`src/source/odd_pipe_cfg.svh`:
```
`ifndef ODD_PIPE_CFG_SVH
`define ODD_PIPE_CFG_SVH

// operand and address widths
`define ODD_QUAD_W 128
`define ODD_ADDR_W 32
`define ODD_RT_W 7

// forwarding entry fields
`define ODD_LAT_W 4
`define ODD_UID_W 3

// result stages from execute to writeback
`define ODD_FW_DEPTH 7

// permute unit
`define ODD_PERM_UID 5
`define ODD_PERM_LAT 4

// branch unit
`define ODD_BR_UID 7
`define ODD_BR_LAT 1

`endif
```
`src/source/odd_pipe_pkg.sv`:
```
`default_nettype none

`include "odd_pipe_cfg.svh"

package odd_pipe_pkg;

    // odd pipe opcodes, nop is the bubble
    typedef enum logic [4:0] {
        OP_NOP,
        OP_SHLQBI,
        OP_SHLQBII,
        OP_SHLQBY,
        OP_SHLQBYI,
        OP_SHLQBYBI,
        OP_ROTQBI,
        OP_ROTQBII,
        OP_ROTQBY,
        OP_ROTQBYI,
        OP_ROTQBYBI,
        OP_GBB,
        OP_GBH,
        OP_GB,
        OP_BR,
        OP_BRA,
        OP_BRSL,
        OP_BRASL,
        OP_BRZ,
        OP_BRNZ,
        OP_BRHZ,
        OP_BRHNZ
    } opcode_t;

    typedef enum logic [1:0] {
        UNIT_NONE,
        UNIT_PERM,
        UNIT_BRANCH
    } unit_t;

    typedef enum logic [2:0] {
        PK_SHIFT_BITS,
        PK_SHIFT_BYTES,
        PK_ROT_BITS,
        PK_ROT_BYTES,
        PK_GATHER_BYTES,
        PK_GATHER_HALFS,
        PK_GATHER_WORDS
    } perm_kind_t;

    typedef enum logic [2:0] {
        BK_REL,
        BK_ABS,
        BK_ZERO_WORD,
        BK_NZ_WORD,
        BK_ZERO_HALF,
        BK_NZ_HALF
    } branch_kind_t;

    // 143 bit result entry, uid in the top bits
    typedef struct packed {
        logic [0:`ODD_UID_W-1]  uid;
        logic [0:`ODD_QUAD_W-1] value;
        logic                   wr_en;
        logic [0:`ODD_RT_W-1]   rt_addr;
        logic [0:`ODD_LAT_W-1]  latency;
    } fw_entry_t;

endpackage

`default_nettype wire

```
`src/source/odd_issue_if.sv`:
```
`timescale 1ns/1ps
`default_nettype none

`include "odd_pipe_cfg.svh"

interface odd_issue_if;
    import odd_pipe_pkg::*;

    unit_t                  unit;
    perm_kind_t             perm_kind;
    logic [0:4]             shift_count;
    branch_kind_t           branch_kind;
    logic                   set_link;
    logic [0:`ODD_QUAD_W-1] ra;
    logic [0:15]            imm16;
    logic [0:`ODD_ADDR_W-1] pc;
    logic [0:`ODD_RT_W-1]   rt_addr;

    modport decode (
        output unit, perm_kind, shift_count, branch_kind, set_link,
        output ra, imm16, pc, rt_addr
    );

    modport perm (input unit, perm_kind, shift_count, ra);

    modport branch (input unit, branch_kind, ra, imm16, pc);

    // writeback side only needs target and link flag
    modport result (input unit, set_link, rt_addr);

endinterface

`default_nettype wire

```
`src/source/odd_pipe_top.sv`:
```
`timescale 1ns/1ps
`default_nettype none

`include "odd_pipe_cfg.svh"

module odd_pipe_top (
    input  logic                    clock,
    input  logic                    reset,
    input  odd_pipe_pkg::opcode_t   op,
    input  logic [0:`ODD_QUAD_W-1]  ra,
    input  logic [0:`ODD_QUAD_W-1]  rb,
    input  logic [0:6]              i7,
    input  logic [0:15]             i16,
    input  logic [0:`ODD_RT_W-1]    rt_addr,
    input  logic [0:`ODD_ADDR_W-1]  pc,
    output logic                    branch_taken,
    output logic [0:`ODD_ADDR_W-1]  pc_out,
    output odd_pipe_pkg::fw_entry_t fw_stages [1:`ODD_FW_DEPTH]
);

    logic [0:`ODD_QUAD_W-1] perm_value;
    logic [0:`ODD_QUAD_W-1] link_value;

    // decoded instruction shared by the execute and result blocks
    odd_issue_if issue_bus ();

    odd_decode i_decode (
        .clock   (clock),
        .reset   (reset),
        .op      (op),
        .ra      (ra),
        .rb      (rb),
        .i7      (i7),
        .i16     (i16),
        .rt_addr (rt_addr),
        .pc      (pc),
        .issue   (issue_bus.decode)
    );

    permute_execute i_permute (
        .issue      (issue_bus.perm),
        .perm_value (perm_value)
    );

    branch_execute i_branch (
        .issue        (issue_bus.branch),
        .branch_taken (branch_taken),
        .pc_out       (pc_out),
        .link_value   (link_value)
    );

    forward_pipe i_forward (
        .clock      (clock),
        .reset      (reset),
        .issue      (issue_bus.result),
        .perm_value (perm_value),
        .link_value (link_value),
        .fw_stages  (fw_stages)
    );

endmodule

`default_nettype wire

```
`src/source/forward_pipe.sv`:
```
`timescale 1ns/1ps
`default_nettype none

`include "odd_pipe_cfg.svh"

module forward_pipe (
    input  logic                   clock,
    input  logic                   reset,
    odd_issue_if.result            issue,
    input  logic [0:`ODD_QUAD_W-1] perm_value,
    input  logic [0:`ODD_QUAD_W-1] link_value,
    output odd_pipe_pkg::fw_entry_t fw_stages [1:`ODD_FW_DEPTH]
);
    import odd_pipe_pkg::*;

    fw_entry_t stage_1;
    fw_entry_t stage_q [2:`ODD_FW_DEPTH];

    // stage 1 entry straight from the execute units
    always_comb
    begin
        stage_1         = '0;
        stage_1.rt_addr = issue.rt_addr;
        case (issue.unit)
            UNIT_PERM:
            begin
                stage_1.uid     = `ODD_UID_W'(`ODD_PERM_UID);
                stage_1.latency = `ODD_LAT_W'(`ODD_PERM_LAT);
                stage_1.value   = perm_value;
                stage_1.wr_en   = 1'b1;
            end
            UNIT_BRANCH:
            begin
                stage_1.uid     = `ODD_UID_W'(`ODD_BR_UID);
                stage_1.latency = `ODD_LAT_W'(`ODD_BR_LAT);
                // only the link forms write a register
                stage_1.value   = issue.set_link ? link_value : '0;
                stage_1.wr_en   = issue.set_link;
            end
            default: ;
        endcase
    end

    always_ff @(posedge clock)
    begin
        if (reset)
        begin
            for (int n = 2; n <= `ODD_FW_DEPTH; n++)
                stage_q[n] <= '0;
        end
        else
        begin
            stage_q[2] <= stage_1;
            for (int n = 3; n <= `ODD_FW_DEPTH; n++)
                stage_q[n] <= stage_q[n - 1];
        end
    end

    always_comb
    begin
        fw_stages[1] = stage_1;
        for (int n = 2; n <= `ODD_FW_DEPTH; n++)
            fw_stages[n] = stage_q[n];
    end

endmodule

`default_nettype wire

```
`src/source/branch_execute.sv`:
```
`timescale 1ns/1ps
`default_nettype none

`include "odd_pipe_cfg.svh"

module branch_execute (
    odd_issue_if.branch            issue,
    output logic                   branch_taken,
    output logic [0:`ODD_ADDR_W-1] pc_out,
    output logic [0:`ODD_QUAD_W-1] link_value
);
    import odd_pipe_pkg::*;

    logic [0:`ODD_ADDR_W-1] offset;
    logic [0:`ODD_ADDR_W-1] rel_target;
    logic [0:`ODD_ADDR_W-1] seq_pc;
    logic                   cond_met;

    // word offset from the 16 bit immediate
    assign offset     = {{14{issue.imm16[0]}}, issue.imm16, 2'b00};
    assign rel_target = issue.pc + offset;
    assign seq_pc     = issue.pc + 32'd4;

    // conditions test the preferred word of ra
    always_comb
    begin
        case (issue.branch_kind)
            BK_ZERO_WORD: cond_met = (issue.ra[0:31] == 32'd0);
            BK_NZ_WORD:   cond_met = (issue.ra[0:31] != 32'd0);
            BK_ZERO_HALF: cond_met = (issue.ra[16:31] == 16'd0);
            BK_NZ_HALF:   cond_met = (issue.ra[16:31] != 16'd0);
            default:      cond_met = 1'b1;
        endcase
    end

    always_comb
    begin
        branch_taken = 1'b0;
        pc_out       = '0;
        if (issue.unit == UNIT_BRANCH)
        begin
            if (issue.branch_kind == BK_REL)
            begin
                branch_taken = 1'b1;
                pc_out       = rel_target;
            end
            else if (issue.branch_kind == BK_ABS)
            begin
                branch_taken = 1'b1;
                pc_out       = offset;
            end
            else if (cond_met)
            begin
                // taken target is word aligned
                branch_taken = 1'b1;
                pc_out       = {rel_target[0:`ODD_ADDR_W-3], 2'b00};
            end
            else
            begin
                pc_out = seq_pc;
            end
        end
    end

    assign link_value = {seq_pc, {(`ODD_QUAD_W - `ODD_ADDR_W){1'b0}}};

endmodule

`default_nettype wire

```
`src/source/permute_execute.sv`:
```
`timescale 1ns/1ps
`default_nettype none

`include "odd_pipe_cfg.svh"

module permute_execute (
    odd_issue_if.perm              issue,
    output logic [0:`ODD_QUAD_W-1] perm_value
);
    import odd_pipe_pkg::*;

    // shift amount in bits, byte counts up to 31 give 248
    logic [7:0]             amount;
    logic [0:`ODD_QUAD_W-1] shifted;
    logic [0:`ODD_QUAD_W-1] rotated;
    logic [0:`ODD_QUAD_W-1] gather_b;
    logic [0:`ODD_QUAD_W-1] gather_h;
    logic [0:`ODD_QUAD_W-1] gather_w;

    always_comb
    begin
        case (issue.perm_kind)
            PK_SHIFT_BYTES, PK_ROT_BYTES: amount = {issue.shift_count, 3'b000};
            default:                      amount = {3'b000, issue.shift_count};
        endcase
    end

    // left means toward bit 0, zeros fill from the bottom
    assign shifted = issue.ra << amount;

    // bits leaving bit 0 come back at bit 127, amount of 0 drops the second term
    assign rotated = shifted | (issue.ra >> (8'd128 - amount));

    // element 0 lands in the highest gathered bit of the preferred word
    always_comb
    begin
        gather_b = '0;
        for (int j = 0; j < 16; j++)
        begin
            gather_b[16 + j] = issue.ra[j * 8 + 7];
        end
    end

    always_comb
    begin
        gather_h = '0;
        for (int j = 0; j < 8; j++)
        begin
            gather_h[24 + j] = issue.ra[j * 16 + 15];
        end
    end

    always_comb
    begin
        gather_w = '0;
        for (int j = 0; j < 4; j++)
        begin
            gather_w[28 + j] = issue.ra[j * 32 + 31];
        end
    end

    always_comb
    begin
        if (issue.unit != UNIT_PERM)
        begin
            perm_value = '0;
        end
        else
        begin
            case (issue.perm_kind)
                PK_SHIFT_BITS, PK_SHIFT_BYTES: perm_value = shifted;
                PK_ROT_BITS, PK_ROT_BYTES:     perm_value = rotated;
                PK_GATHER_BYTES:               perm_value = gather_b;
                PK_GATHER_HALFS:               perm_value = gather_h;
                PK_GATHER_WORDS:               perm_value = gather_w;
                default:                       perm_value = '0;
            endcase
        end
    end

endmodule

`default_nettype wire

```
`src/source/odd_decode.sv`:
```
`timescale 1ns/1ps
`default_nettype none

`include "odd_pipe_cfg.svh"

module odd_decode (
    input  logic                   clock,
    input  logic                   reset,
    input  odd_pipe_pkg::opcode_t  op,
    input  logic [0:`ODD_QUAD_W-1] ra,
    input  logic [0:`ODD_QUAD_W-1] rb,
    input  logic [0:6]             i7,
    input  logic [0:15]            i16,
    input  logic [0:`ODD_RT_W-1]   rt_addr,
    input  logic [0:`ODD_ADDR_W-1] pc,
    odd_issue_if.decode            issue
);
    import odd_pipe_pkg::*;

    opcode_t                op_q;
    logic [0:`ODD_QUAD_W-1] ra_q;
    logic [0:`ODD_QUAD_W-1] rb_q;
    logic [0:6]             i7_q;
    logic [0:15]            i16_q;
    logic [0:`ODD_RT_W-1]   rt_addr_q;
    logic [0:`ODD_ADDR_W-1] pc_q;

    // opcode comes up as a bubble after reset
    always_ff @(posedge clock)
    begin
        if (reset)
            op_q <= OP_NOP;
        else
            op_q <= op;
    end

    always_ff @(posedge clock)
    begin
        ra_q      <= ra;
        rb_q      <= rb;
        i7_q      <= i7;
        i16_q     <= i16;
        rt_addr_q <= rt_addr;
        pc_q      <= pc;
    end

    assign issue.ra       = ra_q;
    assign issue.imm16    = i16_q;
    assign issue.pc       = pc_q;
    assign issue.rt_addr  = rt_addr_q;
    assign issue.set_link = (op_q == OP_BRSL) || (op_q == OP_BRASL);

    always_comb
    begin
        issue.unit        = UNIT_NONE;
        issue.perm_kind   = PK_SHIFT_BITS;
        issue.branch_kind = BK_REL;
        issue.shift_count = 5'd0;

        case (op_q)
            OP_SHLQBI, OP_SHLQBII, OP_SHLQBY, OP_SHLQBYI, OP_SHLQBYBI,
            OP_ROTQBI, OP_ROTQBII, OP_ROTQBY, OP_ROTQBYI, OP_ROTQBYBI,
            OP_GBB, OP_GBH, OP_GB:
                issue.unit = UNIT_PERM;
            OP_BR, OP_BRA, OP_BRSL, OP_BRASL, OP_BRZ, OP_BRNZ, OP_BRHZ, OP_BRHNZ:
                issue.unit = UNIT_BRANCH;
            default: issue.unit = UNIT_NONE;
        endcase

        case (op_q)
            OP_SHLQBY, OP_SHLQBYI, OP_SHLQBYBI:    issue.perm_kind = PK_SHIFT_BYTES;
            OP_ROTQBI, OP_ROTQBII:                 issue.perm_kind = PK_ROT_BITS;
            OP_ROTQBY, OP_ROTQBYI, OP_ROTQBYBI:    issue.perm_kind = PK_ROT_BYTES;
            OP_GBB:                                issue.perm_kind = PK_GATHER_BYTES;
            OP_GBH:                                issue.perm_kind = PK_GATHER_HALFS;
            OP_GB:                                 issue.perm_kind = PK_GATHER_WORDS;
            OP_BRA, OP_BRASL:                      issue.branch_kind = BK_ABS;
            OP_BRZ:                                issue.branch_kind = BK_ZERO_WORD;
            OP_BRNZ:                               issue.branch_kind = BK_NZ_WORD;
            OP_BRHZ:                               issue.branch_kind = BK_ZERO_HALF;
            OP_BRHNZ:                              issue.branch_kind = BK_NZ_HALF;
            default: ;
        endcase

        // count source, rb counts come from the preferred word
        case (op_q)
            OP_SHLQBI, OP_ROTQBI:   issue.shift_count = {2'b00, rb_q[29:31]};
            OP_SHLQBII, OP_ROTQBII: issue.shift_count = {2'b00, i7_q[4:6]};
            OP_SHLQBY:              issue.shift_count = rb_q[27:31];
            OP_SHLQBYI:             issue.shift_count = i7_q[2:6];
            OP_ROTQBY:              issue.shift_count = {1'b0, rb_q[28:31]};
            OP_ROTQBYI:             issue.shift_count = {1'b0, i7_q[3:6]};
            OP_SHLQBYBI:            issue.shift_count = rb_q[24:28];
            // rotate wraps the byte count at 16
            OP_ROTQBYBI:            issue.shift_count = {1'b0, rb_q[25:28]};
            default:                issue.shift_count = 5'd0;
        endcase
    end

endmodule

`default_nettype wire

```
`config.mk`:
```
export PLATFORM = sky130hd
export DESIGN_NAME = odd_pipe_top
export DESIGN_NICKNAME = d
export VERILOG_FILES = /design/src/source/odd_pipe_pkg.sv /design/src/source/odd_issue_if.sv /design/src/source/odd_pipe_top.sv /design/src/source/forward_pipe.sv /design/src/source/branch_execute.sv /design/src/source/permute_execute.sv /design/src/source/odd_decode.sv
export VERILOG_INCLUDE_DIRS = /design/src /design/src/source
export SDC_FILE = /design/constraint.sdc
export NUM_CORES = 2
export LEC_CHECK = 0
export BUFFER_PORTS_ARGS = -buffer_cell sky130_fd_sc_hd__buf_2
export CORE_AREA = 2 2 527 529
export CTS_BUF_LIST = sky130_fd_sc_hd__clkbuf_16
export DETAILED_ROUTE_END_ITERATION = 6
export DIE_AREA = 0 0 529 531
export PLACE_DENSITY = 0.45
export SLEW_MARGIN = 20
export SYNTH_ARGS = -nofsm -noshare
export SYNTH_HDL_FRONTEND = slang
export SYNTH_HIERARCHICAL = 1
export SYNTH_SLANG_ARGS = --single-unit
```
`constraint.sdc`:
```
create_clock -name clock -period 6.5 [get_ports clock]
set_input_delay 1.3 -clock clock [delete_from_list [all_inputs] [get_ports clock]]
set_output_delay 1.3 -clock clock [all_outputs]
set_load 0.02 [all_outputs]
```
; Word level (Yosys, flattened, before mapping)
; Memories as Yosys holds them, arrays and structs flattened. A register that Yosys moved wholly into a read port is not among the register bits.
; Index checks and enable logic that the tools add are counted.
[totals]
register_bits = 297
romBits = 64
inputBits = 325
wordCells = 99
ram_bits = 858
mem_count = 2
[op_classes]
n_addsub = 3
n_shift = 2
n_eq_ne = 34
bitwise = 7
n_mux = 28
n_reduce_logical = 16
[memory_table]
columns = memory, words, word_bits, read_ports, rd_ports_with_merged_regs, write_ports, line_no
row1 = i_forward.stage_q, 6, 143, 6, 0, 6, forward_pipe.sv:17  ; fw_entry_t stage_q [2:`ODD_FW_DEPTH];
row2 = (no name shown), 32, 2, 1, 1, 0, odd_decode.sv:60  ; case (op_q)
[op_table]
columns = op, count
row1 = $mux 143, 6
row2 = $pmux 128 s5, 1
row3 = $pmux 132 s2, 1
row4 = $mux 128, 2
row5 = $mux 32, 4
row6 = $or 128x128->128, 1
row7 = $shl 128x8->128, 1
row8 = $shr 128x8->128, 1
row9 = $pmux 5 s8, 1
row10 = $eq 5x4->1 const B, 7
row11 = $add 32x3->32 const B, 1
row12 = $add 32x32->32, 1
row13 = $logic_not 32->1, 1
row14 = $reduce_bool 32->1, 1
row15 = $eq 5x5->1 const B, 6
row16 = $eq 5x3->1 const B, 4
row17 = $pmux 3 s6, 1
row18 = $logic_not 16->1, 1
row19 = $reduce_bool 16->1, 1
row20 = $eq 3x3->1 const B, 5
row21 = $pmux 3 s5, 1
row22 = $reduce_or 2->1, 7
row23 = $eq 3x2->1 const B, 4
row24 = $eq 5x2->1 const B, 2
row25 = other kinds (15), 29

; Longest topological paths before layout
[logic_depth]
depth_word = 13
depth_mapped = 21
ltp_nobuf = 14

; Cells and area by module
; The synthesis kept the hierarchy.
[by_module_without_submodules]
columns = module, instances, area_per_inst_um2, cells_per_inst
row1 = permute_execute, 1, 26008.7, 3985
row2 = forward_pipe, 1, 24559.8, 2120
row3 = odd_decode, 1, 4526.8, 272
row4 = branch_execute, 1, 3439.5, 497

; Worst setup path before layout
; Ideal clock, no wire load.
[synth_timing]
path_kind = register to output
start = register i_decode.op_q[0]
end = output fw_stages[960] in the netlist's numbering
t_arrival_ps = 3866
stages_incl_launch_ff = 19
required_ps = 5200
path_slack_ps = 1334
cell_sequence = dfxtp_1 > buf_4 > and4bb_2 > a21oi_1 > nor2_1 > a221o_1 > buf_2 > buf_4 > buf_2 > clkbuf_1 > o2111ai_1 > o221ai_1 > mux2_2 > mux2_2 > mux2_2 > a2111o_1 > o211ai_1 > a32oi_1 > nor2_1
[synth_rtl]
columns = item, line_no
row1 = "start, declared", odd_decode.sv:20  ; opcode_t op_q;
row2 = "start signal, assigned", odd_decode.sv:34  ; op_q <= op;
row3 = "end, declared", odd_pipe_top.sv:18  ; output odd_pipe_pkg::fw_entry_t fw_stages [1:`ODD_FW_DEPTH]

==> results.toml <==
[status]
status = "finished, violations left"
violations = "negative setup slack"

[min_path]
hold_end = "i_forward/stage_q[0][554]"
whs_path_depth = 1
hold_path_class = "flip-flop to flip-flop"
min_from = "i_forward/stage_q[0][411]"

[timing]
rsz0062_at_grt = "true"
max_freq_mhz = 135
setup-violations-final = 129
period_share = 1.14
worst_slack_ps = -913
worst-slew-pin-transition_ps = 1320
finalSetupTns_ps = -82880
period_needed_ps = 7410
fin_skew_ps = 79.5
relSlewSlack = 0.117
maxSlewViolCount = 0
hold_viol = 0

[logic_synthesis]
synth-main-ff-cell = "dfxtp_1"
synth.distinct_cells = 114
yosysTopAreaCell = "dfxtp_1"
synth.most_common_cell = "dfxtp_1"
synth-seq-cells = 1037
synth_area_um2 = 58500
syn_area_per_cell_um2 = 8.52
yosysTopAreaCellShare = 0.355
synthTopCellsByArea = "dfxtp_1 35%, nor2b_1 8.1%, mux2i_1 3.9%"
synthArstFlopShare = 0
synthTopCellsByCount = "1037 x dfxtp_1, 756 x nor2b_1, 478 x nor2_1"
synth_cells = 6874
synth.yosys.seq_area_share = 0.355
yosysWarnings = 6
synth_edf_count = 0

[clocking]
clkSlewWorstSetupHoldPaths_ps = 60
clock_latency_ps = 880
cts_sinks = 1037
root_buffer = "clkbuf_16"
htree_num_levels = 3
cts_buffers = 114
hold_buffers = 0
cts_tree = "yes"
clock_path_buffers = 4

[placed_design]
portBuffers = 1222
post-place-ws_ps = -1280
gp_congestion = 1.03
dp_hpwl_um = 492000

[drt]
routed_wl_um = 585000
drc = 0
vias = 74200
drt-initial-drc-count = 7929
wl_met2_um = 248000
first_pass_iters = 6
wl_per_cell_um = 42.3
final_antenna_net_count = 0
top_layer = "met5"
wirelength_met1_um = 243000
route.met3.wl_um = 43600
viasPerCell = 5.37

[layout]
multi_input_area_um2 = 39200
drive_gt1_frac = 0.494
fin_nets = 10400
syn2layout_area_growth_pct = 68.9
fillers = 28900
regArea_um2 = 20800

[job]
maxCapViolCount = 0

[worst_setup_path]
path_class = "flip-flop to output pin"
end_kind = "output pin"
timing.rr.start = "i_decode/op_q[0]"
crit_arrival_ps = 6110
regToRegEndpoint = "i_forward/stage_q[0][61]"
cp_max_fo = 41
reg2reg_slack_ps = -570
r2r_cells = 38
cp.required_ps = 5200
start_kind = "flip-flop"

[floorplan]
io_pins = 1359
coreArea_um2 = 275000
start_util = 0.213
fp.dieArea_um2 = 281000
die_w_um = 529
chipHeight_um = 531
fp-row-count = 193

[pwr]
combPwrFrac = 0.564
clkPwrFrac = 0.215
intPower_w = 0.0170
swShare = 0.439
seq_power_share = 0.221
vdd_drop_max_mv = 0.219
power_density_nw_per_um2 = 306
leakagePower_nw = 43.4
p_sw_w = 0.0133

[grt]
grt_pass1_wl_um = 735000
antenna_found_initial = 51
grtUsageTotal = 0.396
overflow = 0
grt_pass1_vias = 70700
grt_max_degree = 195
-- power by group through the flow --
stage	Clock [W]	Combinational (W)	Sequential, W
after global placement	0	0.0143	0.00680
after detailed placement	0	0.0143	0.00680
after floorplan	0	0.00448	0.00666
after global routing	0.00688	0.0171	0.00666
final	0.00651	0.0170	0.00667
after CTS	0.00665	0.0155	0.00666
-- sequential cells by signal, indices dropped and copies added, names as in the netlist --
register / cells
i_forward/stage_q: 834
i_decode/i7_q: 5
i_decode/issue.ra: 128
i_decode/issue.pc: 32
i_decode/issue.imm16: 16
i_decode/issue.rt_addr: 7
i_decode/op_q: 5
i_decode/rb_q: 8
i_decode/issue.unit: 2
-- cells by family (layout without fill, tap and decap cells) --
| kind of cell | count (synthesis) | in the layout | synth area share |
|---|---|---|---|
| mux | 388 | 388 | 0.0833 |
| xor+xnor | 63 | 63 | 0.00943 |
| fa+ha+maj | 35 | 35 | 0.00761 |
| flops | 1037 | 1037 | 0.355 |
| buf+inv | 894 | 4091 | 0.0773 |
| compound gates | 2043 | 2043 | 0.252 |
| other cells | 2 | 145 | 0.000128 |
| simple gates | 2412 | 2412 | 0.215 |
-- timing repair --
action,CTS,global route
pin swaps,162,221
setup buffers,184,150
setup endpoints to repair,128,129
resized for setup,827,583
gates cloned,8,7
-- through the flow --
step                instances  instance area [um^2]  hold WS [ps]  utilization  total power [W]
finish                  13800                 98900           407        0.359           0.0302
global route            13800                 98800           412        0.359           0.0306
CTS                     13700                 94800           396        0.344           0.0288
detailed placement      13300                 85500           445        0.310           0.0211
global placement        13300                 85400           442        0.310           0.0211
floorplan                6982                 58900           439            -           0.0111
-- per-layer routing --
| layer | track usage | vias to the layer above |
|---|---|---|
| met5 | 0 | - |
| met4 | 0.267 | 24 |
| met3 | 0.0733 | 986 |
| met2 | 0.599 | 3930 |
| met1 | 0.511 | 37600 |
| li1 | - | 31600 |
-- worst max-delay path, stage by stage, from the launching register on --
cell	delay [ps]
dfxtp_4	370
buf_4	170
or2_2	310
a31oi_2	210
o311a_4	270
nand2b_4	80
buf_12	160
buf_4	190
buf_12	190
a31oi_2	250
o221ai_1	170
buf_4	220
buf_4	160
mux2_2	340
buf_4	160
o22a_1	200
nor2_4	200
a211oi_2	70
o211ai_1	750
buf_4	230
a32oi_1	50
buf_4	220
nor2_4	80
buf_6	120
-- layout by cell type, fill, tap and decap left out, drive strengths merged, types with 124 or more instances in the layout --
cell	instances
a21oi	310
mux2i	233
a31oi	162
clkbuf	124
o21ai	273
o211ai	124
nand2	402
dfxtp	1037
buf	3790
a211oi	140
a32oi	161
nor2b	757
nand3	252
nor2	583
-- worst max-delay path by stage --
stage	start	endpoint	slack, ps	depth (start not counted)
finish	i_decode/op_q[1]	fw_stages[975]	-910	23
global route	i_decode/op_q[0]	fw_stages[919]	-900	21
CTS	i_decode/op_q[2]	fw_stages[871]	-850	25
detailed placement	i_decode/op_q[2]	fw_stages[945]	-1280	23
global placement	i_decode/op_q[2]	fw_stages[945]	-1410	23
floorplan	i_decode/op_q[0]	fw_stages[960]	1330	18
-- cell type report --
class,instances,area share
Inverter,76,0.00313
Multi-Input combinational cell,5051,0.396
Antenna cell,35,0.000886
Clock inverter,96,0.00876
Clock buffer,114,0.0288
Timing Repair Buffer,3805,0.307
Sequential cell,1037,0.210
Tap cell,3607,0.0456
Note: power is estimated with default switching activity, not from simulation.
